==> src/design/ntt_params.svh <==
// ~~~~~~~~~~~~~~~~~~~~~~~~~~~~~~~~~~~~~~~~~~~~~~~~~~~~~~~~~~~~~~~~~~~~~~
// ntt engine parameters
// ring size, word width and butterfly pipeline timing
// ~~~~~~~~~~~~~~~~~~~~~~~~~~~~~~~~~~~~~~~~~~~~~~~~~~~~~~~~~~~~~~~~~~~~~~
`ifndef NTT_PARAMS_SVH
`define NTT_PARAMS_SVH

// ring size and number of stages
`define NTT_N 16
`define NTT_LOG_N 4

// coefficient and modulus width
`define NTT_COEF_W 16

// butterfly pipeline depth in cycles
`define NTT_BFLY_LATENCY 3

// idle gap after each stage
`define NTT_DRAIN `NTT_BFLY_LATENCY

`endif

==> src/design/ntt_pkg.sv <==
// ~~~~~~~~~~~~~~~~~~~~~~~~~~~~~~~~~~~~~~~~~~~~~~~~~~~~~~~~~~~~~~~~~~~~~~
// ntt package
// shared types for the state machine, counters and data path
// ~~~~~~~~~~~~~~~~~~~~~~~~~~~~~~~~~~~~~~~~~~~~~~~~~~~~~~~~~~~~~~~~~~~~~~
`include "ntt_params.svh"

package ntt_pkg;

    typedef logic [`NTT_COEF_W-1:0] coef_t;
    typedef logic [`NTT_LOG_N-1:0] addr_t;
    typedef logic [`NTT_LOG_N-2:0] tw_addr_t;
    typedef logic [$clog2(`NTT_LOG_N)-1:0] stage_t;

    typedef enum logic [2:0] {
        st_idle, st_load_tw, st_load_data, st_compute, st_unload
    } ntt_state_t;

    // counter modes
    typedef enum logic [2:0] {
        ph_none, ph_load_tw, ph_load_data, ph_bfly, ph_unload
    } phase_t;

    typedef struct packed {
        logic     valid;
        addr_t    top;
        addr_t    bot;
        tw_addr_t tw;
    } bfly_cmd_t;

    typedef struct packed {
        logic  we;
        addr_t top;
        addr_t bot;
    } wb_cmd_t;

    typedef struct packed {
        coef_t sum;
        coef_t diff;
    } bfly_out_t;

endpackage

==> src/design/ntt_butterfly.sv <==
// ~~~~~~~~~~~~~~~~~~~~~~~~~~~~~~~~~~~~~~~~~~~~~~~~~~~~~~~~~~~~~~~~~~~~~~
// gentleman-sande butterfly
// sum = (a+b) mod q, diff = ((a-b) mod q) * w mod q, three cycles
// ~~~~~~~~~~~~~~~~~~~~~~~~~~~~~~~~~~~~~~~~~~~~~~~~~~~~~~~~~~~~~~~~~~~~~~
`include "ntt_params.svh"

module ntt_butterfly import ntt_pkg::*; (
    input  logic      clk,
    input  logic      reset,
    input  coef_t     a,
    input  coef_t     b,
    input  coef_t     w,
    input  coef_t     q_mod,
    output bfly_out_t res
);

    logic [`NTT_COEF_W:0]     add_full;
    logic [`NTT_COEF_W:0]     sub_full;
    coef_t                    sum_s1;
    coef_t                    diff_s1;
    coef_t                    w_s1;
    logic [2*`NTT_COEF_W-1:0] prod_s2;
    coef_t                    red_s3;

    // modular add and subtract, operands already below q
    always_comb begin
        add_full = {1'b0, a} + {1'b0, b};
        if (add_full >= {1'b0, q_mod})
            add_full = add_full - {1'b0, q_mod};
        if (a >= b)
            sub_full = {1'b0, a} - {1'b0, b};
        else
            sub_full = {1'b0, a} + {1'b0, q_mod} - {1'b0, b};
    end

    always_ff @(posedge clk) begin
        sum_s1  <= add_full[`NTT_COEF_W-1:0];
        diff_s1 <= sub_full[`NTT_COEF_W-1:0];
        w_s1    <= w;
        prod_s2 <= diff_s1 * w_s1;
        // plain remainder; zero until a modulus is loaded
        if (q_mod != '0)
            red_s3 <= coef_t'(prod_s2 % q_mod);
        else
            red_s3 <= '0;
    end

    // sum waits for the multiply and reduce stages
    pipe_delay #(
        .T     (coef_t),
        .DEPTH (`NTT_BFLY_LATENCY - 1)
    ) sum_dly (
        .clk   (clk),
        .reset (reset),
        .d     (sum_s1),
        .q     (res.sum)
    );

    assign res.diff = red_s3;

endmodule

==> src/design/ntt_coef_store.sv <==
// ~~~~~~~~~~~~~~~~~~~~~~~~~~~~~~~~~~~~~~~~~~~~~~~~~~~~~~~~~~~~~~~~~~~~~~
// coefficient store
// N-word register array, two registered read ports, two write ports
// ~~~~~~~~~~~~~~~~~~~~~~~~~~~~~~~~~~~~~~~~~~~~~~~~~~~~~~~~~~~~~~~~~~~~~~
`include "ntt_params.svh"

module ntt_coef_store import ntt_pkg::*; (
    input  logic  clk,
    input  logic  reset,
    input  addr_t rd_addr0,
    input  addr_t rd_addr1,
    output coef_t rd_data0,
    output coef_t rd_data1,
    input  logic  wr_en0,
    input  logic  wr_en1,
    input  addr_t wr_addr0,
    input  addr_t wr_addr1,
    input  coef_t wr_data0,
    input  coef_t wr_data1
);

    coef_t mem [`NTT_N];

    // butterfly top and bottom never collide, port 1 wins anyway
    always_ff @(posedge clk) begin
        if (wr_en0)
            mem[wr_addr0] <= wr_data0;
        if (wr_en1)
            mem[wr_addr1] <= wr_data1;
    end

    // reads see the array before this edge's writes
    always_ff @(posedge clk or posedge reset) begin
        if (reset) begin
            rd_data0 <= '0;
            rd_data1 <= '0;
        end else begin
            rd_data0 <= mem[rd_addr0];
            rd_data1 <= mem[rd_addr1];
        end
    end

endmodule

==> src/design/ntt_ctrl_fsm.sv <==
// ~~~~~~~~~~~~~~~~~~~~~~~~~~~~~~~~~~~~~~~~~~~~~~~~~~~~~~~~~~~~~~~~~~~~~~
// ntt control state machine
// sequences twiddle load, data load, compute and unload, and
// raises done for one cycle as the unload begins
// ~~~~~~~~~~~~~~~~~~~~~~~~~~~~~~~~~~~~~~~~~~~~~~~~~~~~~~~~~~~~~~~~~~~~~~
module ntt_ctrl_fsm import ntt_pkg::*; (
    input  logic       clk,
    input  logic       reset,
    input  logic       load_w,
    input  logic       load_data,
    input  logic       start,
    input  logic       phase_last,
    output ntt_state_t state,
    output phase_t     phase,
    output logic       done
);

    always_ff @(posedge clk or posedge reset) begin
        if (reset) begin
            state <= st_idle;
            done  <= 1'b0;
        end else begin
            // end of compute means first unload cycle next
            done <= (state == st_compute) && phase_last;
            case (state)
                st_idle: begin
                    // commands only count here
                    if (load_w)
                        state <= st_load_tw;
                    else if (load_data)
                        state <= st_load_data;
                    else if (start)
                        state <= st_compute;
                end
                st_load_tw, st_load_data: begin
                    if (phase_last)
                        state <= st_idle;
                end
                st_compute: begin
                    if (phase_last)
                        state <= st_unload;
                end
                st_unload: begin
                    if (phase_last)
                        state <= st_idle;
                end
                default: state <= st_idle;
            endcase
        end
    end

    // counter mode follows the state
    always_comb begin
        case (state)
            st_load_tw:   phase = ph_load_tw;
            st_load_data: phase = ph_load_data;
            st_compute:   phase = ph_bfly;
            st_unload:    phase = ph_unload;
            default:      phase = ph_none;
        endcase
    end

endmodule

==> src/design/ntt_stage_counter.sv <==
// ~~~~~~~~~~~~~~~~~~~~~~~~~~~~~~~~~~~~~~~~~~~~~~~~~~~~~~~~~~~~~~~~~~~~~~
// ntt phase counter
// counts load and unload words, stages and butterflies with their
// drain gap, and derives the butterfly addresses
// ~~~~~~~~~~~~~~~~~~~~~~~~~~~~~~~~~~~~~~~~~~~~~~~~~~~~~~~~~~~~~~~~~~~~~~
`include "ntt_params.svh"

module ntt_stage_counter import ntt_pkg::*; (
    input  logic      clk,
    input  logic      reset,
    input  phase_t    phase,
    output addr_t     count,
    output logic      phase_last,
    output bfly_cmd_t cmd
);

    // one extra bit, unload runs N+1 cycles
    localparam int CNT_W       = `NTT_LOG_N + 1;
    localparam int LAST_TW     = `NTT_N / 2;
    localparam int LAST_DATA   = `NTT_N - 1;
    localparam int LAST_UNLOAD = `NTT_N;
    localparam int ISSUE       = `NTT_N / 2;
    localparam int LAST_STEP   = `NTT_N / 2 + `NTT_DRAIN - 1;

    logic [CNT_W-1:0] cnt;
    stage_t           stage;
    tw_addr_t         bfly_idx;
    addr_t            half;
    addr_t            low_mask;
    addr_t            top;

    assign count = cnt[`NTT_LOG_N-1:0];

    always_comb begin
        case (phase)
            ph_load_tw:   phase_last = (cnt == CNT_W'(LAST_TW));
            ph_load_data: phase_last = (cnt == CNT_W'(LAST_DATA));
            ph_bfly:      phase_last = (stage == stage_t'(`NTT_LOG_N - 1)) &&
                                       (cnt == CNT_W'(LAST_STEP));
            ph_unload:    phase_last = (cnt == CNT_W'(LAST_UNLOAD));
            default:      phase_last = 1'b0;
        endcase
    end

    always_ff @(posedge clk or posedge reset) begin
        if (reset) begin
            cnt   <= '0;
            stage <= '0;
        end else if (phase == ph_none || phase_last) begin
            cnt   <= '0;
            stage <= '0;
        end else if (phase == ph_bfly && cnt == CNT_W'(LAST_STEP)) begin
            // drain done, next stage
            cnt   <= '0;
            stage <= stage + 1'b1;
        end else begin
            cnt <= cnt + 1'b1;
        end
    end

    // half span h = N >> (stage+1)
    always_comb begin
        bfly_idx  = cnt[`NTT_LOG_N-2:0];
        half      = addr_t'((`NTT_N / 2) >> stage);
        low_mask  = half - 1'b1;
        top       = ((addr_t'(bfly_idx) & ~low_mask) << 1) | (addr_t'(bfly_idx) & low_mask);
        cmd.valid = (phase == ph_bfly) && (cnt < CNT_W'(ISSUE));
        cmd.top   = top;
        cmd.bot   = top | half;
        cmd.tw    = tw_addr_t'((addr_t'(bfly_idx) & low_mask) << stage);
    end

endmodule

==> src/design/ntt_top.sv <==
// ~~~~~~~~~~~~~~~~~~~~~~~~~~~~~~~~~~~~~~~~~~~~~~~~~~~~~~~~~~~~~~~~~~~~~~
// ntt top
// single butterfly in-place forward NTT, standard order in and
// bit-reversed order out
// ~~~~~~~~~~~~~~~~~~~~~~~~~~~~~~~~~~~~~~~~~~~~~~~~~~~~~~~~~~~~~~~~~~~~~~
`include "ntt_params.svh"

module ntt_top import ntt_pkg::*; (
    input  logic  clk,
    input  logic  reset,
    input  logic  load_w,
    input  logic  load_data,
    input  logic  start,
    input  coef_t din,
    output logic  done,
    output coef_t dout
);

    localparam int RD_LATENCY = 1;

    ntt_state_t state;
    phase_t     phase;
    logic       phase_last;
    addr_t      count;
    bfly_cmd_t  cmd;
    wb_cmd_t    wb_d;
    wb_cmd_t    wb_q;
    addr_t      rd_addr0;
    coef_t      rd_data0;
    coef_t      rd_data1;
    logic       wr_en0;
    addr_t      wr_addr0;
    coef_t      wr_data0;
    coef_t      w;
    coef_t      q_mod;
    bfly_out_t  res;

    ntt_ctrl_fsm ctrl (
        .clk        (clk),
        .reset      (reset),
        .load_w     (load_w),
        .load_data  (load_data),
        .start      (start),
        .phase_last (phase_last),
        .state      (state),
        .phase      (phase),
        .done       (done)
    );

    ntt_stage_counter cntr (
        .clk        (clk),
        .reset      (reset),
        .phase      (phase),
        .count      (count),
        .phase_last (phase_last),
        .cmd        (cmd)
    );

    // port 0 is shared by loader, write-back and unload
    always_comb begin
        rd_addr0 = (state == st_unload) ? count : cmd.top;
        if (state == st_load_data) begin
            wr_en0   = 1'b1;
            wr_addr0 = count;
            wr_data0 = din;
        end else begin
            wr_en0   = wb_q.we;
            wr_addr0 = wb_q.top;
            wr_data0 = res.sum;
        end
    end

    ntt_coef_store store (
        .clk      (clk),
        .reset    (reset),
        .rd_addr0 (rd_addr0),
        .rd_addr1 (cmd.bot),
        .rd_data0 (rd_data0),
        .rd_data1 (rd_data1),
        .wr_en0   (wr_en0),
        .wr_en1   (wb_q.we),
        .wr_addr0 (wr_addr0),
        .wr_addr1 (wb_q.bot),
        .wr_data0 (wr_data0),
        .wr_data1 (res.diff)
    );

    ntt_twiddle_table twiddle (
        .clk     (clk),
        .reset   (reset),
        .state   (state),
        .count   (count),
        .din     (din),
        .rd_addr (cmd.tw),
        .w       (w),
        .q_mod   (q_mod)
    );

    ntt_butterfly bfly (
        .clk   (clk),
        .reset (reset),
        .a     (rd_data0),
        .b     (rd_data1),
        .w     (w),
        .q_mod (q_mod),
        .res   (res)
    );

    // write-back addresses ride along with the operands
    assign wb_d = '{we: cmd.valid, top: cmd.top, bot: cmd.bot};

    pipe_delay #(
        .T     (wb_cmd_t),
        .DEPTH (RD_LATENCY + `NTT_BFLY_LATENCY)
    ) wb_dly (
        .clk   (clk),
        .reset (reset),
        .d     (wb_d),
        .q     (wb_q)
    );

    // first unload cycle carries done, words follow
    assign dout = (state == st_unload && !done) ? rd_data0 : '0;

endmodule

==> src/design/ntt_twiddle_table.sv <==
// ~~~~~~~~~~~~~~~~~~~~~~~~~~~~~~~~~~~~~~~~~~~~~~~~~~~~~~~~~~~~~~~~~~~~~~
// twiddle table
// holds w^0 .. w^(N/2-1) and the modulus, one registered read
// ~~~~~~~~~~~~~~~~~~~~~~~~~~~~~~~~~~~~~~~~~~~~~~~~~~~~~~~~~~~~~~~~~~~~~~
`include "ntt_params.svh"

module ntt_twiddle_table import ntt_pkg::*; (
    input  logic       clk,
    input  logic       reset,
    input  ntt_state_t state,
    input  addr_t      count,
    input  coef_t      din,
    input  tw_addr_t   rd_addr,
    output coef_t      w,
    output coef_t      q_mod
);

    coef_t tw_mem [`NTT_N/2];

    always_ff @(posedge clk) begin
        if (state == st_load_tw && count < addr_t'(`NTT_N / 2))
            tw_mem[tw_addr_t'(count)] <= din;
    end

    always_ff @(posedge clk or posedge reset) begin
        if (reset) begin
            w     <= '0;
            q_mod <= '0;
        end else begin
            w <= tw_mem[rd_addr];
            // modulus follows the last twiddle
            if (state == st_load_tw && count == addr_t'(`NTT_N / 2))
                q_mod <= din;
        end
    end

endmodule

==> src/design/pipe_delay.sv <==
// ~~~~~~~~~~~~~~~~~~~~~~~~~~~~~~~~~~~~~~~~~~~~~~~~~~~~~~~~~~~~~~~~~~~~~~
// pipe delay
// fixed-length register delay line for any packed payload
// ~~~~~~~~~~~~~~~~~~~~~~~~~~~~~~~~~~~~~~~~~~~~~~~~~~~~~~~~~~~~~~~~~~~~~~
module pipe_delay #(
    parameter type T     = logic,
    parameter int  DEPTH = 1
) (
    input  logic clk,
    input  logic reset,
    input  T     d,
    output T     q
);

    T stages [DEPTH];

    always_ff @(posedge clk or posedge reset) begin
        if (reset) begin
            for (int i = 0; i < DEPTH; i++)
                stages[i] <= '0;
        end else begin
            stages[0] <= d;
            for (int i = 1; i < DEPTH; i++)
                stages[i] <= stages[i-1];
        end
    end

    assign q = stages[DEPTH-1];

endmodule

==> config.mk <==
export PLATFORM = sky130hd
export DESIGN_NAME = ntt_top
export DESIGN_NICKNAME = d
export VERILOG_FILES = /design/src/design/ntt_pkg.sv /design/src/design/ntt_butterfly.sv /design/src/design/ntt_coef_store.sv /design/src/design/ntt_ctrl_fsm.sv /design/src/design/ntt_stage_counter.sv /design/src/design/ntt_top.sv /design/src/design/ntt_twiddle_table.sv /design/src/design/pipe_delay.sv
export VERILOG_INCLUDE_DIRS = /design/src /design/src/design
export SDC_FILE = /design/constraint.sdc
export NUM_CORES = 2
export LEC_CHECK = 0
export BUFFER_PORTS_ARGS = -buffer_cell sky130_fd_sc_hd__buf_2
export CORE_MARGIN = 1.5
export CORE_UTILIZATION = 50
export CTS_BUF_LIST = sky130_fd_sc_hd__clkbuf_2
export DETAILED_ROUTE_END_ITERATION = 8
export HOLD_SLACK_MARGIN = 0.1
export PLACE_DENSITY_LB_ADDON = 0.08
export SKIP_CTS_REPAIR_TIMING = 1
export SYNTH_ARGS = -nofsm -noshare
export SYNTH_HDL_FRONTEND = slang
export SYNTH_SLANG_ARGS = --single-unit
==> constraint.sdc <==
create_clock -name clk -period 195.7 [get_ports clk]
set_input_delay 39.14 -clock clk [delete_from_list [all_inputs] [get_ports clk]]
set_output_delay 39.14 -clock clk [all_outputs]
set_load 0.03 [all_outputs]
==> impl_results.md <==
- Max FO, Critical Path: 32
- DP Worst Slack: 94.88 ns
- Unrepaired setup endpoints after global routing: false
- CTS tree: built
- Core Area: between 0.1 and 0.15 sq mm
- Critical Path End Type: flop
- Number of max-cap violations: 0
- NumNets Final: approximately 7500
- # H-tree levels: 4
- Synthesis-to-layout area growth: 5.96%
- Crit-path most repeated cell: o21a_1
- Setup slack after layout: slightly above 90 ns
- Drt total wl: between 150000 and 200000 um
- Simple-gate share of the synthesized area: 0.182
- Slowest stage cell, crit path: o31ai_1
- Initial DRC Count: ~4200
- CP Launch Point: twiddle.q_mod[15]$_DFFE_PP0P_
- Buf/Inv on CP: 11
- Largest family of logic cells by synthesized area: adder cells
- Slowest stage delay, CP: 0.92 ns
- Vias per cell: 6.06
- Drt drc: 0
- Tcrit/Tclk final: 0.523
- First-pass GRT wire length: 292000 um
- Vias in the first global route: ~49000
- Fill cell count: about 11000
- Synth area leader: edfxtp_1
- Clock Latency Late Sink: ~1.6 ns
- Total CTS buffers: about 170
- Clock slew at reported path FFs: 0.11 ns
- Crit path DAT: about 100 ns
- Worst EP required: 197.11 ns
- Type of the worst setup path: flop to flop
- Grt total ovfl: 0
- Post-Syn Instances: about 6700
- Avg Cell Area, Syn: roughly 9.0 sq um
- Total number of vias: just over 50000
- Die Wd: 350 um
- 1st-pass router iterations: 6
- Synth cell types: 155
- Hpwl dp: approximately 140000 um
- Syn_nets: 7457
- Ys async rst share: 0.230
- Commonest cells in the synthesized netlist: nand2_1, nor2_1, ha_1
- Cell area after layout: ~0.064 sq mm
- Initial Utilization: 0.502
- Root buffer cell: clkbuf_2
- GRT Total Usage: 0.313
- Setup TNS: 0 ns
- Syn Std Cell Area: ~0.06 sq mm
- Sink Count: around 620
- Synth Warn #: 0
- Synth Area in Compound Gates: 0.178
- RR Startpoint: twiddle.q_mod[15]$_DFFE_PP0P_
- Row cnt: 127
- Fmax achieved: about 0.0098 GHz
- Count leader, synth: nand2_1
- Post-synthesis xor/xnor area fraction: 0.0380
- Largest net degree at the start of global routing: 80
- Final worst path period need: between 100 and 150 ns
- Synth top area share: 0.192
- Synth Area in Adders: 0.190
- Final slew viol count: 0
- Worst path top cell family by delay: compound AO/OA/AOI/OAI gates
- Worst hold path class: flop to flop
- Max_slew headroom: 0.235
- Hold path start: twiddle.w[14]$_DFF_PP0_
- Initial antenna violation count: 8
- Post-DP Area: between 0.06 and 0.07 sq mm
- Die Ht: between 300 and 400 um
- #FFs+latches synth: about 620
- Post-synth top flop: edfxtp_1
- GP Congestion: about 0.99
- CTS Buffer Depth: 3
- Outcome: completed
- Clock skew: approximately 0.18 ns
- Io pins: 38
- Final ANT Viol Nets: 0
- Hold Fails Final Rpt: 0
- Worst-Margin Slew: roughly 1.1 ns
- WL/cell: between 20 and 25 um
- I/O Buffers: 37
- Share of layout cells above drive strength 1: 0.130
- Post-synthesis sequential area ratio: 0.283
- Die ar.: 0.122 sq mm
- Top post-synthesis cells by area: edfxtp_1, ha_1, fa_1, dfrtp_1, nand2_1
- Hold WS: roughly 0.29 ns
- CP startpoint kind: flop
- Post-synthesis mux area share: 0.0806
- Number of synthesized flops with an enable pin: 384
- Setup Viol. Count Final: 0
## placed cells by master (no fill, tap or decap), drive strengths merged, types with 47 or more instances in the layout
| cell type | netlist | routed |
|---|---|---|
| nand2 | 793 | 793 |
| nor2 | 620 | 620 |
| ha | 569 | 569 |
| a21oi | 568 | 568 |
| inv | 423 | 429 |
| edfxtp | 384 | 384 |
| clkbuf | 260 | 245 |
| nor3 | 244 | 244 |
| o21ai | 229 | 229 |
| fa | 213 | 213 |
| o21a | 197 | 197 |
| xnor2 | 161 | 161 |
| nand3 | 155 | 155 |
| buf | 54 | 151 |
| and2 | 147 | 147 |
| dfrtp | 143 | 143 |
| mux4 | 130 | 130 |
| mux2 | 111 | 111 |
| a21o | 101 | 101 |
| xor2 | 98 | 98 |
| o31ai | 97 | 97 |
| dfxtp | 96 | 96 |
| a31oi | 65 | 65 |
| mux2i | 65 | 65 |
| o211ai | 52 | 52 |
| o21bai | 49 | 49 |
| and3 | 47 | 47 |
## flip-flops by register name, indices dropped and copies added (netlist names), 27 cells and up
register and flops:
store.mem 256, twiddle.tw_mem 128, bfly.prod_s2 32, wb_dly.stages 27
## per-stage QoR
step | std cells | util
5_1_grt | 8403 | 0.532
2_1_floorplan | 6654 | -
3_5_place_dp | 8102 | 0.519
4_1_cts | 8398 | 0.532
3_3_place_gp | 8102 | 0.519
6_report | 8404 | 0.532
## cell type report
class / instances / area, sq um / share of cell area
Multi-Input combinational cell: 5292 / 40400 / 0.634
Sequential cell: 623 / 17000 / 0.267
Tap cell: 1612 / 2020 / 0.0317
Inverter: 424 / 1600 / 0.0251
Clock buffer: 245 / 1230 / 0.0192
Timing Repair Buffer: 151 / 1040 / 0.0163
Clock inverter: 51 / 413 / 0.00648
Antenna cell: 6 / 15.0 / 0.000236
## worst register-to-register path, delay by kind of cell, from the launching register on
| kind | cells | cell delay [ns] |
|---|---|---|
| AND/OR/NAND/NOR | 83 | 23.75 |
| flip-flops | 1 | 0.54 |
| AO/OA/AOI/OAI | 270 | 64.94 |
| buffers and inverters | 11 | 1.65 |
| multiplexers | 6 | 1.97 |
| adder cells (fa/ha/maj) | 31 | 9.40 |
## per-layer routing
metal	vias up	GRT usage	share of wire
met2	1813	0.523	0.48
li1	24100	-	-
met1	24700	0.408	0.42
met3	333	0.0493	0.072
met5	-	0	0
met4	0	0.114	0.035
## cells by family after synthesis
family | Yosys count
compound gates | 1624
mux | 306
buf+inv | 739
fa+ha+maj | 783
xor+xnor | 259
flops | 623
simple gates | 2320
## worst paths after layout
path | to | slack, ns | cells after the start
worst max-delay path | bfly.red_s3[6]$_SDFF_PN0_ | 93.31 | 401
worst min-delay path | bfly.w_s1[14]$_DFF_P_ | 0.29 | 0
worst max register to register | bfly.red_s3[6]$_SDFF_PN0_ | 93.31 | 401
worst min register to register | bfly.w_s1[14]$_DFF_P_ | 0.29 | 0
max in group asynchronous | store.rd_data1[0]$_DFF_PP0_ | 156.36 | 3
min in group asynchronous | wb_dly.stages[22]$_DFF_PP0_ | 37.81 | 2
Power is not shown: default switching activity piles up to over one toggle a cycle in this logic, so the estimate is an artifact.
